## config.mk

```make
export PLATFORM = sky130hd
export DESIGN_NAME = sdram_bridge_top
export DESIGN_NICKNAME = d
export VERILOG_FILES = /design/src/sdram_pkg.sv /design/src/sdram_bridge_top.sv /design/src/sdram_csr.sv /design/src/sdram_request_fsm.sv
export VERILOG_INCLUDE_DIRS = /design/src
export SDC_FILE = /design/constraint.sdc
export NUM_CORES = 1
export LEC_CHECK = 0
export BUFFER_PORTS_ARGS = -buffer_cell sky130_fd_sc_hd__buf_2
export CORE_ASPECT_RATIO = 2
export CORE_MARGIN = 3
export CORE_UTILIZATION = 30
export DETAILED_ROUTE_END_ITERATION = 6
export PLACE_DENSITY_LB_ADDON = 0.12
export SETUP_SLACK_MARGIN = 0.1
export SYNTH_ARGS = -nofsm -noshare
export SYNTH_HDL_FRONTEND = slang
export SYNTH_HIERARCHICAL = 1
export SYNTH_SLANG_ARGS = --single-unit
```

## constraint.sdc

```tcl
create_clock -name i_clock -period 4.11 [get_ports i_clock]
set_clock_uncertainty 0.1 [all_clocks]
set_input_delay 0.2055 -clock i_clock [delete_from_list [all_inputs] [get_ports i_clock]]
set_output_delay 0.2055 -clock i_clock [all_outputs]
set_load 0.05 [all_outputs]
```

## src/sdram_config.svh

```systemverilog
// SDRAM bridge configuration
`ifndef SDRAM_CONFIG_SVH
`define SDRAM_CONFIG_SVH

// ------------------------------
// data path
// ------------------------------

`define SDRAM_DATA_W 32 // word width.

// processor side is byte addressed, controller side is word addressed
`define SDRAM_ADDR_W 32
`define SDRAM_AVL_ADDR_W 27 // byte address bits 28 down to 2.

// ------------------------------
// control and status
// ------------------------------

`define SDRAM_TIMEOUT_DEFAULT 64 // cycles after reset.
`define SDRAM_COUNT_W 16

`endif
```

## src/sdram_pkg.sv

```systemverilog
// SDRAM bridge types
`include "sdram_config.svh"

package sdram_pkg;

	typedef enum logic [1:0] {
		IDLE,
		ISSUE, // held until accepted.
		WAIT_DATA, // read accepted, data pending.
		HOLD // done, waiting for request low.
	} bridge_state_e;

	typedef enum logic [2:0] {
		CSR_CTRL = 3'd0, // bit 0 enable.
		CSR_TIMEOUT = 3'd1,
		CSR_READS = 3'd2,
		CSR_WRITES = 3'd3,
		CSR_TIMEOUTS = 3'd4
	} csr_index_e;

	typedef struct packed {
		logic rw; // 1 is write.
		logic [`SDRAM_ADDR_W-1:0] addr;
		logic [`SDRAM_DATA_W-1:0] wdata;
	} mem_req_t;

	typedef struct packed {
		logic read_req;
		logic write_req;
		logic burstbegin;
		logic [`SDRAM_AVL_ADDR_W-1:0] addr;
		logic [`SDRAM_DATA_W-1:0] wdata;
	} avl_cmd_t;

	typedef struct packed {
		logic read_done;
		logic write_done;
		logic timeout;
	} bridge_event_t;

endpackage

```

## src/sdram_bridge_top.sv

```systemverilog
// SDRAM request bridge
`timescale 1ns/10ps
`include "sdram_config.svh"

module sdram_bridge_top
	import sdram_pkg::*;
(
	input logic i_clock,
	input logic i_reset,

	// processor port
	input logic i_request,
	input mem_req_t i_req,
	output logic [`SDRAM_DATA_W-1:0] o_rdata,
	output logic o_ready,
	output logic o_error,

	// register port
	input logic i_csr_write,
	input csr_index_e i_csr_index,
	input logic [`SDRAM_DATA_W-1:0] i_csr_wdata,
	output logic [`SDRAM_DATA_W-1:0] o_csr_rdata,

	// controller local port
	output avl_cmd_t o_avl_cmd,
	input logic i_avl_ready,
	input logic i_avl_rdata_valid,
	input logic [`SDRAM_DATA_W-1:0] i_avl_rdata,
	input logic i_init_done
);

	logic enable;
	logic [15:0] timeout_limit;
	bridge_event_t bridge_event;

	sdram_request_fsm fsm_i (
		.i_clock(i_clock),
		.i_reset(i_reset),
		.i_request(i_request),
		.i_req(i_req),
		.i_enable(enable),
		.i_timeout_limit(timeout_limit),
		.i_init_done(i_init_done),
		.i_avl_ready(i_avl_ready),
		.i_avl_rdata_valid(i_avl_rdata_valid),
		.i_avl_rdata(i_avl_rdata),
		.o_avl_cmd(o_avl_cmd),
		.o_rdata(o_rdata),
		.o_ready(o_ready),
		.o_error(o_error),
		.o_event(bridge_event)
	);

	sdram_csr csr_i (
		.i_clock(i_clock),
		.i_reset(i_reset),
		.i_csr_write(i_csr_write),
		.i_csr_index(i_csr_index),
		.i_csr_wdata(i_csr_wdata),
		.o_csr_rdata(o_csr_rdata),
		.i_event(bridge_event),
		.o_enable(enable),
		.o_timeout_limit(timeout_limit)
	);

endmodule

```

## src/sdram_csr.sv

```systemverilog
// SDRAM bridge control and status
`timescale 1ns/10ps
`include "sdram_config.svh"

module sdram_csr
	import sdram_pkg::*;
(
	input logic i_clock,
	input logic i_reset,

	input logic i_csr_write,
	input csr_index_e i_csr_index,
	input logic [`SDRAM_DATA_W-1:0] i_csr_wdata,
	output logic [`SDRAM_DATA_W-1:0] o_csr_rdata,

	input bridge_event_t i_event,

	output logic o_enable,
	output logic [15:0] o_timeout_limit
);

	localparam int NUM_COUNTERS = 3;

	logic enable_q;
	logic [15:0] limit_q;
	logic [NUM_COUNTERS-1:0][`SDRAM_COUNT_W-1:0] count_q;
	logic [NUM_COUNTERS-1:0] event_vec;
	logic [NUM_COUNTERS-1:0] clear_vec;

	// counter order follows the register index.
	assign event_vec = {i_event.timeout, i_event.write_done, i_event.read_done};

	always_comb begin
		for (int i = 0; i < NUM_COUNTERS; i++) begin
			clear_vec[i] = i_csr_write && (i_csr_index == csr_index_e'(CSR_READS + i));
		end
	end

	// ------------------------------
	// control registers
	// ------------------------------

	always_ff @(posedge i_clock) begin
		if (i_reset) begin
			enable_q <= 1'b1;
			limit_q <= 16'(`SDRAM_TIMEOUT_DEFAULT);
		end else if (i_csr_write) begin
			if (i_csr_index == CSR_CTRL) begin
				enable_q <= i_csr_wdata[0];
			end
			if (i_csr_index == CSR_TIMEOUT) begin
				limit_q <= i_csr_wdata[15:0];
			end
		end
	end

	// ------------------------------
	// event counters
	// ------------------------------

	always_ff @(posedge i_clock) begin
		if (i_reset) begin
			count_q <= '0;
		end else begin
			for (int i = 0; i < NUM_COUNTERS; i++) begin
				if (clear_vec[i]) begin
					count_q[i] <= '0; // clear wins over event.
				end else if (event_vec[i] && (count_q[i] != '1)) begin
					count_q[i] <= count_q[i] + 1'b1;
				end
			end
		end
	end

	// read back.
	always_comb begin
		o_csr_rdata = '0;
		case (i_csr_index)
			CSR_CTRL: o_csr_rdata[0] = enable_q;
			CSR_TIMEOUT: o_csr_rdata[15:0] = limit_q;
			CSR_READS: o_csr_rdata[`SDRAM_COUNT_W-1:0] = count_q[0];
			CSR_WRITES: o_csr_rdata[`SDRAM_COUNT_W-1:0] = count_q[1];
			CSR_TIMEOUTS: o_csr_rdata[`SDRAM_COUNT_W-1:0] = count_q[2];
			default: o_csr_rdata = '0;
		endcase
	end

	assign o_enable = enable_q;
	assign o_timeout_limit = limit_q;

endmodule

```

## src/sdram_request_fsm.sv

```systemverilog
// SDRAM request state machine
`timescale 1ns/10ps
`include "sdram_config.svh"

module sdram_request_fsm
	import sdram_pkg::*;
(
	input logic i_clock,
	input logic i_reset,

	input logic i_request,
	input mem_req_t i_req,

	input logic i_enable,
	input logic [15:0] i_timeout_limit,

	input logic i_init_done,
	input logic i_avl_ready,
	input logic i_avl_rdata_valid,
	input logic [`SDRAM_DATA_W-1:0] i_avl_rdata,
	output avl_cmd_t o_avl_cmd,

	output logic [`SDRAM_DATA_W-1:0] o_rdata,
	output logic o_ready,
	output logic o_error,
	output bridge_event_t o_event
);

	bridge_state_e state_q;
	bridge_state_e state_d;

	logic [15:0] timer_q;
	logic [3:0] owed_q; // late read words still to come.
	logic read_done_q;

	logic issuing;
	logic expired;
	logic write_ack;
	logic error;
	logic capture;
	logic late_word;
	logic wait_abort;

	assign expired = (timer_q >= i_timeout_limit);
	assign late_word = i_avl_rdata_valid && (owed_q != '0);
	assign wait_abort = error && (state_q == WAIT_DATA);

	// ------------------------------
	// next state
	// ------------------------------

	always_comb begin
		state_d = state_q;
		issuing = 1'b0;
		write_ack = 1'b0;
		error = 1'b0;
		capture = 1'b0;

		case (state_q)
			IDLE: begin
				if (i_request && i_enable && i_init_done) begin
					issuing = 1'b1; // command goes out this cycle.
					state_d = ISSUE;
				end
			end
			ISSUE: begin
				issuing = 1'b1;
			end
			WAIT_DATA: begin
				if (i_avl_rdata_valid && (owed_q == '0)) begin
					capture = 1'b1;
					state_d = HOLD;
				end else if (expired) begin
					error = 1'b1;
					state_d = HOLD;
				end
			end
			HOLD: begin
				if (!i_request) begin
					state_d = IDLE;
				end
			end
			default: begin
				state_d = IDLE;
			end
		endcase

		// the first issue cycle may already be the acceptance
		if (issuing) begin
			if (i_avl_ready) begin
				if (i_req.rw) begin
					write_ack = 1'b1;
					state_d = HOLD;
				end else begin
					state_d = WAIT_DATA;
				end
			end else if ((state_q == ISSUE) && expired) begin
				error = 1'b1;
				state_d = HOLD;
			end
		end
	end

	// ------------------------------
	// command and responses
	// ------------------------------

	always_comb begin
		o_avl_cmd.read_req = issuing && !i_req.rw;
		o_avl_cmd.write_req = issuing && i_req.rw;
		o_avl_cmd.burstbegin = issuing;
		o_avl_cmd.addr = i_req.addr[`SDRAM_AVL_ADDR_W+1:2];
		o_avl_cmd.wdata = i_req.wdata;
	end

	assign o_ready = write_ack || read_done_q;
	assign o_error = error;

	assign o_event.read_done = read_done_q;
	assign o_event.write_done = write_ack;
	assign o_event.timeout = error;

	always_ff @(posedge i_clock) begin
		if (i_reset) begin
			state_q <= IDLE;
			timer_q <= '0;
			owed_q <= '0;
			read_done_q <= 1'b0;
		end else begin
			state_q <= state_d;
			read_done_q <= capture;

			if ((state_q == ISSUE) || (state_q == WAIT_DATA)) begin
				if (!expired) begin
					timer_q <= timer_q + 16'd1;
				end
			end else begin
				timer_q <= '0;
			end

			// an abandoned read still owes one word.
			if (wait_abort && !late_word && (owed_q != '1)) begin
				owed_q <= owed_q + 4'd1;
			end else if (late_word && !wait_abort) begin
				owed_q <= owed_q - 4'd1;
			end
		end
	end

	always_ff @(posedge i_clock) begin
		if (capture) begin
			o_rdata <= i_avl_rdata; // held until next read.
		end
	end

endmodule

```

### Yosys cells after proc, flatten, opt, wreduce, memory -nomap -nowiden

Index checks and enable logic that the tools add are counted.

| storage, ports and cells | value |
|---|---|
| flip-flop bits (word level) | 120 |
| input port bits | 139 |
| output and inout bits | 128 |
| logic and storage cells | 88 |

| operators by class | value |
|---|---|
| add/sub/neg operators | 6 |
| magnitude comparators | 1 |
| equal/unequal tests | 11 |
| multiplexer cells | 26 |
| bitwise logic cells | 1 |
| reductions and logical operators | 33 |

Operators by type and width:

| kind | count |
|---|---|
| $add A16 B1 Y16 const B | 4 |
| $pmux W15 S4 | 1 |
| $ne A16 B16 Y1 const B | 3 |
| $logic_and A1 B1 Y1 | 17 |
| $ge A16 B16 Y1 | 1 |
| $mux W2 | 7 |
| $mux W1 | 13 |
| $mux W4 | 2 |
| $reduce_or A2 Y1 | 4 |
| $eq A3 B2 Y1 const B | 2 |
| $pmux W2 S3 | 1 |
| $pmux W1 S5 | 1 |
| $add A4 B1 Y4 const B | 1 |
| $eq A2 B2 Y1 const B | 2 |
| $logic_not A4 Y1 | 1 |
| $ne A4 B4 Y1 const B | 1 |
| $reduce_and A2 Y1 | 2 |
| $reduce_bool A4 Y1 | 1 |
| $sub A4 B1 Y4 const B | 1 |
| $eq A3 B1 Y1 const B | 1 |
| $eq A3 B3 Y1 const B | 1 |
| $logic_not A1 Y1 | 3 |
| $logic_not A3 Y1 | 1 |
| $eq A2 B1 Y1 const B | 1 |
| 5 further kinds | 6 |

### Depth between registers and ports, before layout

| depth | value |
|---|---|
| depth in word-level cells | 12 |
| mapped depth | 13 |

### Cells and area by module

The synthesis kept the hierarchy.

By module, submodules not included:

| module | instances | cells an instance | area an instance (um^2) | sequential area each (um^2) |
|---|---|---|---|---|
| sdram_csr | 1 | 469 | 3678.5 | 1301.2 |
| sdram_request_fsm | 1 | 319 | 3206.8 | 1421.4 |

### Worst setup path before layout

Ideal clock, no wire load.

| path | value |
|---|---|
| kind | flip-flop to flip-flop |
| start | reg csr_i.limit_q[15] (netlist: csr_i/o_timeout_limit[15]) |
| end | reg csr_i/count_q[47] (netlist bit) |
| arrival time | 3621 ps |
| path slack | 320 ps |
| cell stages (with the launch flop) | 13 |
| period minus slack after synthesis | 3790 ps |
| cell sequence | dfxtp_1 inv_1 ha_1 nand2_1 nor4_1 o311a_1 nor3_1 nor2_1 buf_4 nand3_1 or4_4 or4_1 a21oi_1 |

| between the ends | value |
|---|---|
| cells in the longest elaborated chain, start to end | 8 |
| elaborated cells between the ends (all ways) | 9 |
| classes of those cells | 1 x order compare; 6 x mux; 2 x reduce/logical |

RTL lines:

| element | RTL line | source |
|---|---|---|
| from (decl) | sdram_csr.sv:25 | `logic [15:0] limit_q;` |
| from (signal assigned) | sdram_csr.sv:46 | `` limit_q <= 16'(`SDRAM_TIMEOUT_DEFAULT); `` |
| from (signal assigned) | sdram_csr.sv:52 | `limit_q <= i_csr_wdata[15:0];` |
| $ge A16 B16 Y1 (*) | sdram_request_fsm.sv:44 | `assign expired = (timer_q >= i_timeout_limit);` |
| $mux W1 | sdram_request_fsm.sv:73 | `end else if (expired) begin` |
| $mux W1 | sdram_request_fsm.sv:70 | `if (i_avl_rdata_valid && (owed_q == '0)) begin` |
| $mux W1 | sdram_request_fsm.sv:59 | `case (state_q)` |
| $mux W1 | sdram_request_fsm.sv:97 | `end else if ((state_q == ISSUE) && expired) begin` |
| $mux W1 | sdram_request_fsm.sv:90 | `if (i_avl_ready) begin` |
| $mux W1 (*) | sdram_request_fsm.sv:89 | `if (issuing) begin` |
| named net o_error | sdram_bridge_top.sv:16 | `output logic o_error,` |
| $logic_and A1 B1 Y1 (*) | sdram_csr.sv:68 | `end else if (event_vec[i] && (count_q[i] != '1)) begin` |
| to (signal, indexed assignment) | sdram_csr.sv:69 | `count_q[i] <= count_q[i] + 1'b1;` |
| to (decl) | sdram_csr.sv:26 | `` logic [NUM_COUNTERS-1:0][`SDRAM_COUNT_W-1:0] count_q; `` |

Mark *: on every way through the listed nets, which the timed path passes. The rest lies on a longest branch.
A chain may end at the register's enable or synchronous reset.

### Worst setup path after layout

| path | value |
|---|---|
| start | reg csr_i.limit_q[1] (netlist: csr_i/o_timeout_limit[1]) |
| end | out o_error |

| between the ends | value |
|---|---|
| cells in the longest elaborated chain, start to end | 7 |
| elaborated cells between the ends (all ways) | 8 |
| classes of those cells | 1 x order compare; 6 x mux; 1 x reduce/logical |

RTL lines:

| element | RTL line |
|---|---|
| $ge A16 B16 Y1 (*) | sdram_request_fsm.sv:44 |
| $mux W1 | sdram_request_fsm.sv:73 |
| $mux W1 | sdram_request_fsm.sv:70 |
| $mux W1 | sdram_request_fsm.sv:59 |
| $mux W1 | sdram_request_fsm.sv:97 |
| $mux W1 | sdram_request_fsm.sv:90 |
| $mux W1 (*) | sdram_request_fsm.sv:89 |
| to (decl) | sdram_bridge_top.sv:16 |

Mark *: on every way between the ends. The rest lies on a longest branch, timed or not.

==> results.txt <==
gr usage total = 16.7%
gpl congestion = 0.826
status = complete, no violations
num rows = 77
Worst Setup End Kind = output pin
CP arrival = 3.14 ns
Worst-Margin Slew = 0.907 ns
Final Power = 3.48 mW
Pleak = 3.01 nW
Slew Limit Fails = 0
routed via count = 5,919
Achievable Freq = 290 MHz
Clock power frac = 39.6%
Post-Syn Area per Cell = 8.74 um^2
Worst Hold End = fsm_i/state_q[0]
CTS sink count = 120
Worst-Skew Late Latency = 0.43 ns
first-pass GRT wire length = 32,100 um
Top Ports = 267
post-CTS sizing = 0
switching power = 1.15 mW
reg2reg end = csr_i/count_q[42]
R2R setup slack = 0.73 ns
Vias/cell = 5.07
Slew headroom = 39.0%
RSZ-0062 raised after global routing = false
synth unique cells = 61
Pre-antenna DRT Iters = 5
Cell Int Power = 2.32 mW
final period utilization = 83.8%
Post-Route WL = 20,400 um
Filler cells = 2,338
post-synthesis sequential area ratio = 39.5%
port bufs = 111
cell count after synthesis = 788
starting density of the core = 30.8%
share of cells above drive strength 1 = 20.5%
CTS buffer count = 17
r2r worst-path depth = 12
maximum vdd drop = 272 uV
Async S/R FF share, synth = 0%
Worst R2R Start = csr_i/o_timeout_limit[1]
# DRC = 0
crit path kind = reg -> out
Hold Vio Cnt, Final = 0
Final ANT Viol Nets = 0
clock-pin slew on the worst setup and hold paths = 0.06 ns
max cap viols = 0
HP Start = i_avl_ready
Clock Path Buffers = 2
pin count of the biggest net entering global routing = 37
H-tree levels = 4
Syn Std Cell Area = 6890 um^2
Required @ worst endpoint = 3.80 ns
Min-Delay Path Class = in -> reg
Net Sw Frac = 33.2%
die span in x = 113 um
CTS root buf = clkbuf_16
Setup TNS = 0 ns
Area Growth Syn to Fin = 19.2%
Critical Path Source Type = register
Period minus WS final = 3.44 ns
Yosys reg bits = 120
P per Cell Area = 424 nW/um^2
Synth Flop Type = dfxtp_1
final layout net count = 1,046
# diodes = 0
Logic pwr share = 21.4%
Post-synth EDFFs = 32
GRT Residual Overflow = 0
Hold Crit Depth = 4
antenna violations before repair = 0
die height = 220 um
DRT iter0 DRCs = 235
core area = 22,400 um^2
hpwl dp = 15,900 um
register area = 2720 um^2
CTS tree = done
multi-input logic area = 3390 um^2
die area = 24,900 um^2
YS warnings = 6
final setup fails = 0
vias in the first global route = 6,090
WL/cell = 17.5 um
Sequential Power Share = 39.0%
CP max FO = 7
==> through the flow <==
stage / setup WS, ns / hold slack [ns] / utilization, % / instances / cell area [um^2]
floorplan: 0.320 / 0.204 / - / 803 / 6940
global placement: 0.712 / 0.282 / 32.1 / 1088 / 7180
detailed placement: 0.706 / 0.284 / 32.1 / 1088 / 7180
CTS: 0.602 / 0.00516 / 36.7 / 1168 / 8210
global route: 0.459 / 0.0271 / 36.7 / 1168 / 8210
finish: 0.667 / 0.0407 / 36.7 / 1168 / 8210
==> sequential cells by signal, summed over array words and instances, names as in the netlist <==
name                   flops
fsm_i/timer_q             16
fsm_i/owed_q               4
fsm_i/o_rdata             32
csr_i/o_enable             1
fsm_i/state_q              2
csr_i/o_timeout_limit     16
fsm_i/read_done_q          1
csr_i/count_q             48
==> worst max-delay path, cell delays in order (launching register included) <==
cell     delay (ns)
dfxtp_1        0.36
inv_1          0.05
ha_1           0.30
nor2b_4        0.13
o211a_1        0.21
o311a_1        0.37
nor3_1         0.69
nor2_1         0.18
buf_4          0.21
buf_2          0.22
==> layout by cell type (no fill, tap or decap), drive strengths merged, types with 4 or more instances in the layout <==
| master | count |
|---|---|
| a211oi | 7 |
| a21oi | 58 |
| a22oi | 17 |
| a31oi | 8 |
| and2 | 5 |
| and3 | 9 |
| and4 | 7 |
| buf | 116 |
| clkbuf | 17 |
| clkinv | 7 |
| conb | 16 |
| dfxtp | 88 |
| dlygate4sd3 | 48 |
| edfxtp | 32 |
| ha | 27 |
| inv | 40 |
| mux2 | 16 |
| mux2i | 5 |
| nand2 | 88 |
| nand2b | 6 |
| nand3 | 25 |
| nand4 | 23 |
| nor2 | 35 |
| nor2b | 14 |
| nor3 | 15 |
| nor4 | 9 |
| o21a | 4 |
| o21ai | 49 |
| o31ai | 10 |
| o41ai | 4 |
| or2 | 6 |
| or3 | 23 |
| or4 | 11 |
| xnor2 | 6 |
==> metal layers <==
| layer | track usage (%) | up-vias | wire [um] | share of wire (%) |
|---|---|---|---|---|
| li1 | - | 2968 | - | - |
| met1 | 16.0 | 2764 | 7370 | 36 |
| met2 | 33.2 | 155 | 11600 | 57 |
| met3 | 3.94 | 32 | 939 | 4.6 |
| met4 | 6.90 | 0 | 524 | 2.6 |
| met5 | 0 | - | 0 | 0 |
==> how the worst max path moves through the flow <==
stage / depth (start not counted) / startpoint / slack (ns) / endpoint
global placement: 13 / csr_i/o_timeout_limit[14] / 0.71 / csr_i/count_q[42]
detailed placement: 12 / csr_i/o_timeout_limit[14] / 0.71 / csr_i/count_q[47]
CTS: 9 / csr_i/o_timeout_limit[1] / 0.60 / o_error
global route: 12 / csr_i/o_timeout_limit[1] / 0.46 / fsm_i/owed_q[3]
floorplan: 12 / csr_i/o_timeout_limit[15] / 0.32 / csr_i/count_q[47]
finish: 9 / csr_i/o_timeout_limit[1] / 0.67 / o_error
==> Yosys cell counts, types with 6 or more instances <==
| cell | n | area [um^2] |
|---|---|---|
| dfxtp_1 | 88 | 1760 |
| nand2_1 | 88 | 330 |
| buf_4 | 79 | 593 |
| a21oi_1 | 58 | 290 |
| o21ai_0 | 49 | 245 |
| inv_1 | 35 | 131 |
| nor2_1 | 35 | 131 |
| edfxtp_1 | 32 | 961 |
| ha_1 | 27 | 338 |
| clkbuf_1 | 24 | 90.1 |
| nand3_1 | 23 | 115 |
| nand4_1 | 23 | 144 |
| or3_1 | 21 | 131 |
| a22oi_1 | 17 | 128 |
| mux2_2 | 16 | 180 |
| nor3_1 | 15 | 75.1 |
| nor2b_1 | 13 | 81.3 |
| o31ai_1 | 10 | 75.1 |
| and3_1 | 9 | 56.3 |
| nor4_1 | 9 | 56.3 |
| or4_1 | 9 | 67.6 |
| a31oi_1 | 8 | 50.1 |
| a211oi_1 | 7 | 52.6 |
| and4_1 | 7 | 61.3 |
| nand2b_1 | 6 | 37.5 |
| or2_2 | 6 | 37.5 |
| xnor2_1 | 6 | 52.6 |
==> area by class of cell <==
cell class                 instances  area share [%]
inverter                          35            1.60
multi-input combinational        541            41.3
timing repair buffer             164            13.1
sequential                       120            33.2
clock buffer                      17            5.18
clock inverter                    15            1.46
tap                              276            4.21
==> logic make-up (layout without fill, tap and decap cells) <==
| group | Yosys count | count (layout) | synth area share, % |
|---|---|---|---|
| simple gates | 282 | 282 | 21.6 |
| fa+ha+maj | 28 | 28 | 5.20 |
| mux | 22 | 22 | 3.67 |
| buf+inv | 142 | 231 | 12.2 |
| other cells | 1 | 16 | 0.0545 |
| flops | 120 | 120 | 39.5 |
| xor+xnor | 9 | 9 | 1.14 |
| compound gates | 184 | 184 | 16.7 |
==> power by group through the flow <==
| stage | registers [mW] | logic [mW] | clock network [mW] |
|---|---|---|---|
| floorplan | 1.48 | 0.599 | 0 |
| global placement | 1.38 | 0.719 | 0 |
| detailed placement | 1.38 | 0.717 | 0 |
| CTS | 1.36 | 0.756 | 1.43 |
| global route | 1.37 | 0.817 | 1.47 |
| finish | 1.36 | 0.746 | 1.38 |
==> repair_timing <==
item                                   in CTS  in global routing
hold buffers                               48                  0
setup buffers                               0                  0
endpoints found under the hold margin      49                  0
Power figures use the tool's default switching activity.
